<file path="src/source/arb_cfg.svh">
/*
 * stream arbiter configuration
 * producer count, payload width and source index width
 */
`ifndef ARB_CFG_SVH
`define ARB_CFG_SVH

// number of producer streams merged into the output
`define ARB_NUM_REQS 4

// payload bits per item
`define ARB_DATA_W 16

// index of the winning input, at least one bit
`define ARB_SEL_W ((`ARB_NUM_REQS > 1) ? $clog2(`ARB_NUM_REQS) : 1)

`endif

</file>
<file path="src/source/arb_pkg.sv">
/*
 * stream arbiter types
 * payload, source index, request vector and buffer occupancy
 */
`default_nettype none
`include "arb_cfg.svh"

package arb_pkg;

    typedef logic [`ARB_DATA_W-1:0]   data_t;
    typedef logic [`ARB_SEL_W-1:0]    sel_t;
    typedef logic [`ARB_NUM_REQS-1:0] req_vec_t;

    // occupancy of the output skid buffer
    typedef enum logic [1:0] {
        EMPTY = 2'd0,
        ONE   = 2'd1,
        TWO   = 2'd2
    } buf_state_t;

endpackage

`default_nettype wire

</file>
<file path="src/source/stream_if.sv">
/*
 * stream interface
 * one valid/ready stream with payload and source index
 */
`timescale 1ns/10ps
`default_nettype none
`include "arb_cfg.svh"

interface stream_if;

    logic           valid;
    arb_pkg::data_t data;
    arb_pkg::sel_t  sel;
    logic           ready;

    modport producer (
        output valid,
        output data,
        output sel,
        input  ready
    );

    modport consumer (
        input  valid,
        input  data,
        input  sel,
        output ready
    );

endinterface

`default_nettype wire

</file>
<file path="src/source/elastic_buffer.sv">
/*
 * two-entry elastic buffer
 * registered output and input ready, full rate under steady flow
 */
`timescale 1ns/10ps
`default_nettype none
`include "arb_cfg.svh"

module elastic_buffer (
    input  wire                 clk,
    input  wire                 arst_n,
    stream_if.consumer          in,
    output logic                valid_out,
    output arb_pkg::data_t      data_out,
    output arb_pkg::sel_t       sel_out,
    input  wire                 ready_out
);

    arb_pkg::buf_state_t state;
    arb_pkg::data_t      main_data;
    arb_pkg::sel_t       main_sel;
    arb_pkg::data_t      skid_data;
    arb_pkg::sel_t       skid_sel;
    logic                push;
    logic                pop;

    // both flags come straight from the state register
    assign in.ready  = (state != arb_pkg::TWO);
    assign valid_out = (state != arb_pkg::EMPTY);

    assign push = in.valid && in.ready;
    assign pop  = valid_out && ready_out;

    always_ff @(posedge clk or negedge arst_n) begin
        if (!arst_n) begin
            state <= arb_pkg::EMPTY;
        end else begin
            case (state)
                arb_pkg::EMPTY: if (push) state <= arb_pkg::ONE;
                arb_pkg::ONE: begin
                    if (push && !pop) begin
                        state <= arb_pkg::TWO;
                    end else if (!push && pop) begin
                        state <= arb_pkg::EMPTY;
                    end
                end
                arb_pkg::TWO: if (pop) state <= arb_pkg::ONE;
                default: state <= arb_pkg::EMPTY;
            endcase
        end
    end

    always_ff @(posedge clk) begin
        if (push && (state == arb_pkg::ONE) && !pop) begin
            // main is stalled, park the new item
            skid_data <= in.data;
            skid_sel  <= in.sel;
        end else if (push) begin
            main_data <= in.data;
            main_sel  <= in.sel;
        end else if (pop && (state == arb_pkg::TWO)) begin
            main_data <= skid_data;
            main_sel  <= skid_sel;
        end
    end

    assign data_out = main_data;
    assign sel_out  = main_sel;

    assert property (@(posedge clk) disable iff (!arst_n)
        valid_out && !ready_out |=> $stable(data_out) && $stable(sel_out));

endmodule

`default_nettype wire

</file>
<file path="src/flat_wrapper.sv">
// flat-port wrapper written by rule: the top's interface ports become plain ports
module elastic_buffer_flat 
  (clk, arst_n, valid_out, data_out, sel_out, ready_out, in_valid, in_data, in_sel, in_ready);
  stream_if in_i ();
  input  wire clk;
  input  wire arst_n;
  output logic valid_out;
  output arb_pkg::data_t data_out;
  output arb_pkg::sel_t sel_out;
  input  wire ready_out;
  input wire logic [$bits(in_i.valid)-1:0] in_valid;
  input wire logic [$bits(in_i.data)-1:0] in_data;
  input wire logic [$bits(in_i.sel)-1:0] in_sel;
  output wire logic [$bits(in_i.ready)-1:0] in_ready;
  assign in_i.valid = in_valid;
  assign in_i.data = in_data;
  assign in_i.sel = in_sel;
  assign in_ready = in_i.ready;
  elastic_buffer u_core (.clk(clk), .arst_n(arst_n), .in(in_i), .valid_out(valid_out), .data_out(data_out), .sel_out(sel_out), .ready_out(ready_out));
endmodule
</file>
<file path="config.mk">
export PLATFORM = sky130hd
export DESIGN_NAME = elastic_buffer_flat
export DESIGN_NICKNAME = d
export VERILOG_FILES = /design/src/source/arb_pkg.sv /design/src/source/stream_if.sv /design/src/source/elastic_buffer.sv /design/src/flat_wrapper.sv
export VERILOG_INCLUDE_DIRS = /design/src /design/src/source
export SDC_FILE = /design/constraint.sdc
export NUM_CORES = 1
export LEC_CHECK = 0
export ABC_CLOCK_PERIOD_IN_PS = 6070
export BUFFER_PORTS_ARGS = -buffer_cell sky130_fd_sc_hd__buf_2
export CAP_MARGIN = 40
export CORE_ASPECT_RATIO = 0.7
export CORE_MARGIN = 4
export CORE_UTILIZATION = 54
export CTS_CLUSTER_SIZE = 8
export DETAILED_ROUTE_END_ITERATION = 6
export MAX_ROUTING_LAYER = met4
export PLACE_DENSITY = 0.84
export SETUP_SLACK_MARGIN = 0.4
export SLEW_MARGIN = 20
export SYNTH_ARGS = -nofsm -noshare
export SYNTH_HDL_FRONTEND = slang
export SYNTH_SLANG_ARGS = --single-unit
</file>
<file path="constraint.sdc">
create_clock -name clk -period 6.07 [get_ports clk]
set_input_delay 0.3035 -clock clk [delete_from_list [all_inputs] [get_ports clk]]
set_output_delay 0.3035 -clock clk [all_outputs]
set_load 0.02 [all_outputs]
</file>
* Word level (Yosys, flattened, before mapping)
Cells that the tools add are included.
W data, S select, Z words.
** Word-level totals
- Flip-flop bits (word level) :: 38
- Bits of input ports :: 22
- Output and inout port bits :: 20
- Logic and storage cells :: 35
** Cells by class
- Eq/ne operators :: 6
- Mux-type cells :: 9
- Bitwise logic cells :: 1
- Reduce and logical (&&, ||, !) cells :: 14
** Operators by type and width (number)
- $mux W16 :: 2
- $mux W2 :: 6
- $logic_and A1 B1 Y1 :: 7
- $pmux W2 S3 :: 1
- $ne A2 B1 Y1 const B :: 2
- $reduce_bool A2 Y1 :: 2
- $ne A3 B1 Y1 const B :: 1
- $reduce_and A3 Y1 :: 1
- $eq A2 B1 Y1 const B :: 1
- $eq A2 B2 Y1 const B :: 1
- $logic_not A1 Y1 :: 2
- $logic_not A2 Y1 :: 1
- $ne A2 B2 Y1 const B :: 1
- $reduce_and A2 Y1 :: 1
- $not A1 Y1 :: 1

* Depth between registers and ports, before layout
- Depth in word-level cells :: 7
- Gate-level depth with buffers :: 4
- Depth with buffers taken out :: 3

* Worst setup path before layout
Ideal clock, no wire load.
- Path type :: flip-flop to flip-flop
- Start :: reg u_core.state[0]
- End :: reg u_core.main_data[0], in the netlist u_core.data_out[0] (enable)
- Library setup time :: 0.399 ns
- Data arrival time :: 1.611 ns
- Required time :: 5.671 ns
- Setup slack :: 4.060 ns
- Stages on the path, launching flop included :: 4
- Buffers on the path :: 0
- Clock period less this slack :: 2.010 ns
- Path through :: dfrtp_1 -> nand2b_4 -> o22ai_1 -> a21oi_1
** On the way
- Longest elaborated chain between the ends :: 6
- Elaborated cells between the ends (all ways) :: 13
- Those cells by class :: eq/ne: 3; bitwise: 1; reduce/logical: 9
** RTL lines
- start: declaration :: RTL line elastic_buffer.sv:19 : arb_pkg::buf_state_t state;
- start signal: assignment :: RTL line elastic_buffer.sv:36 : state <= arb_pkg::EMPTY;
- start signal: assignment :: RTL line elastic_buffer.sv:39 : arb_pkg::EMPTY: if (push) state <= arb_pkg::ONE;
- start signal: assignment :: RTL line elastic_buffer.sv:42 : state <= arb_pkg::TWO;
- $ne A2 B2 Y1 * :: RTL line elastic_buffer.sv:28 : assign in.ready = (state != arb_pkg::TWO);
- net in_ready :: RTL line flat_wrapper.sv:14 : output wire logic [$bits(in_i.ready)-1:0] in_ready;
- $logic_and A1 B1 Y1 * :: RTL line elastic_buffer.sv:31 : assign push = in.valid && in.ready;
- $logic_and A1 B1 Y1 (2 in series) :: RTL line elastic_buffer.sv:54 : if (push && (state == arb_pkg::ONE) && !pop) begin
- $not A1 Y1 (no line)
- $reduce_and A2 Y1 (no line) *
- end signal: assignment :: RTL line elastic_buffer.sv:59 : main_data <= in.data;
- end signal: assignment :: RTL line elastic_buffer.sv:62 : main_data <= skid_data;
- end: declaration :: RTL line elastic_buffer.sv:20 : arb_pkg::data_t main_data;
Mark *: on every way through the listed nets, which the timed path passes. The rest lies on a longest branch.
A chain may end at the register's enable or synchronous reset.

* Final worst setup path
- Start :: reg u_core.state[0]
- End :: reg u_core.main_data[14], in the netlist u_core.data_out[14] (enable)
** On the way
- Longest elaborated chain between the ends :: 6
- Elaborated cells between the ends (all ways) :: 13
- Those cells by class :: eq/ne: 3; bitwise: 1; reduce/logical: 9
** RTL lines (RTL line)
- $ne A2 B2 Y1 or $reduce_bool A2 Y1 (tied branches) :: elastic_buffer.sv:28, elastic_buffer.sv:29
- $logic_and A1 B1 Y1, on equally long branches :: elastic_buffer.sv:31, elastic_buffer.sv:32
- $logic_and A1 B1 Y1 or $logic_not A1 Y1 (tied branches) :: elastic_buffer.sv:54
- $logic_and A1 B1 Y1 :: elastic_buffer.sv:54
- $not A1 Y1 (no line)
- $reduce_and A2 Y1 (no line) *
Every way passes the cells marked *; elsewhere a longest branch is shown, timed or not.

==> flow_summary.toml <==
[status]
status = "complete, no violations"

[yosys]
synth.distinct_cells = 15
synth_edf_count = 36
netlist_instances = 71
synth_nets = 93
synth.avg_cell_area_um2 = 21.0
synth_ff_type = "edfxtp_1"
netlist.area_leader.share_pct = 72.7
synthTopCellsByArea = "edfxtp_1 (73%), mux2_4 (10%), mux2_2 (6.1%), dfrtp_1 (3.4%), a21oi_1 (1.3%)"
synth_common_cells = "edfxtp_1 (36), mux2_4 (10), mux2_2 (8)"
yosysSeqAreaShare_pct = 76.0
ys_ff_latch = 38
yosysTopAreaCell = "edfxtp_1"
synthArstFlopShare_pct = 5.26
synth_area_um2 = 1490
synth_warnings = 0
synth_most_common_cell = "edfxtp_1"

[grt]
antenna_found_initial = 0
grt_use_total_pct = 15.0
grt_pass1_wl_um = 3840
grt_pass1_vias = 809
gr-total-overflow = 0
grt_max_degree = 19

[worst_setup_path]
critPathMaxStageDelay_ps = 460
path_cells = "nand2b_4 -> o22ai_1 -> a21oi_2 -> buf_6"
crit_fanout = 10
critPathLaunchType = "register"
cp_num_buf_inv = 1
worstSetupPathType = "register to register"
cp.required_ps = 6060
reg2reg_slack_ps = 4410
crit_path_top_delay_cell = "dfrtp_1"
cp.arrival_ps = 1660
r2r-start = "u_core.state[0]"
reg2reg_to = "u_core.data_out[14]"
cp_top_family = "compound AO/OA/AOI/OAI gates"
worst_setup_path_end_kind = "register"
worst-r2r-cell-count = 4

[routing]
drc = 0
ant_nets = 0
wire_per_inst_um = 15.7
finalWirelength_um = 2430
dr_total_vias = 803
dr.pass1.iters = 4
drtIter0Drc = 52
via_per_inst = 5.18

[clock_tree]
insertion_delay_ps = 280
cts_tree = "done"
clock_path_buffers = 2
clockRootBuffer = "clkbuf_8"
numCtsBuffers = 5
ctsHtreeMaxLevel = 2
clkSlewWorstSetupHoldPaths_ps = 70
cts.sinks = 38

[floorplan]
dieWidth_um = 70.7
num_rows = 15
initial_utilization_pct = 58.3
ioPinCount = 42
die_height_um = 51.9
dieArea_um2 = 3670
core_um2 = 2550

[min_path]
hold_depth = 1
min_from = "in_data[4]"
hp-class = "input port to register"
hold_end = "u_core.skid_data[4]"

[layout]
multi_input_area_um2 = 340
syn_to_final_growth_pct = 22.7
fillers = 174
drive_gt1_share_pct = 59.5
fin_nets = 142
ff_latch_area_um2 = 1130
num_antenna_cells = 0

[timing]
setup_viol = 0
finalHoldViolCount = 0
rsz0062_at_grt = "no"
finalMaxSlewViolations = 0
layout_min_cycle_time_ps = 1660
max-slew-margin-rel_pct = 66.8
finalSetupTns_ps = 0
holdWs_ps = 209
final.setup_skew_ps = 7.83
fin_crit_sh_pct = 27.4
fmax_mhz = 601
worst_slew_pin_slew_ps = 498

[run]
maxCapViolations = 0

[power]
ir_drop_mv = 0.181
power.leakage_uw = 0.000726
p_per_area_nw_per_um2 = 321

[place]
port_buffers = 41
dp_hpwl_um = 1760
gp_congestion = 0.717
## what timing repair did
| action | 4_1_cts | 5_1_grt |
|---|---|---|
| endpoints found under the hold margin | 2 | 0 |
| resized for setup | 0 | 0 |
| hold buffers | 1 | 0 |
| buffers inserted | 0 | 0 |
## layer usage
metal | GRT usage, % | routed length [um] | vias up
li1 | - | - | 378
met1 | 16.5 | 965 | 388
met2 | 24.0 | 1230 | 28
met3 | 6.18 | 172 | 9
met4 | 7.81 | 68 | 0
met5 | - | 0 | -
## layout make-up
cell class	instances	share of cell area, %
Clock buffer	5	3.77
Clock inverter	3	0.891
Tap cell	34	2.33
Timing Repair Buffer	43	12.4
Sequential cell	38	62.0
Multi-Input combinational cell	32	18.6
## sequential cells by signal, indices dropped and copies added, names as in the netlist
name,cells
u_core.skid_sel,2
u_core.data_out,16
u_core.sel_out,2
u_core.skid_data,16
u_core.state,2
## per-stage QoR
step	std cells	worst slack, ps	util, %	instance area [um2]	power (uW)
2_1_floorplan	71	4060	-	1490	398
3_3_place_gp	145	4320	67.4	1720	426
3_5_place_dp	146	4410	67.8	1730	433
4_1_cts	155	4410	71.5	1830	592
5_1_grt	155	4330	71.5	1830	615
6_report	155	4410	71.5	1830	587
## worst register-to-register path, cell delays in order (launching register included)
cell	delay, ps
dfrtp_1	460
nand2b_4	200
o22ai_1	100
a21oi_2	400
buf_6	220
## cell families after synthesis
group / synth area share, %
simple gates: 3.95
mux: 16.1
buf+inv: 1.35
compound gates: 2.52
flops: 76.0
## cells in the final DEF, fill, tap and decap left out, drive strengths merged
cell type and count:
a21oi 4, buf 42, dfrtp 2, or2 1, clkinvlp 1, o22ai 2, nand2b 1, and3b 1
mux2 18, nor2b 1, dlygate4sd3 1, edfxtp 36, nand2 2, clkinv 2, nor3b 1, clkbuf 5
o21ai 1
## where the power goes
group | internal, uW | switching, uW
combinational | 40.9 | 56.9
sequential | 319 | 9.40
clock | 78.5 | 81.9
total | 439 | 148
## worst max-delay path by stage
stage | from | end | slack, ps | depth (start not counted)
6_report | u_core.state[0] | u_core.data_out[14] | 4410 | 4
2_1_floorplan | u_core.state[0] | u_core.data_out[0] | 4060 | 3
5_1_grt | u_core.state[0] | u_core.data_out[7] | 4330 | 4
4_1_cts | u_core.state[0] | u_core.data_out[14] | 4410 | 4
3_3_place_gp | u_core.state[0] | u_core.data_out[0] | 4320 | 3
3_5_place_dp | u_core.state[0] | u_core.data_out[7] | 4410 | 4
No activity file was read; power rests on OpenSTA's default activity.
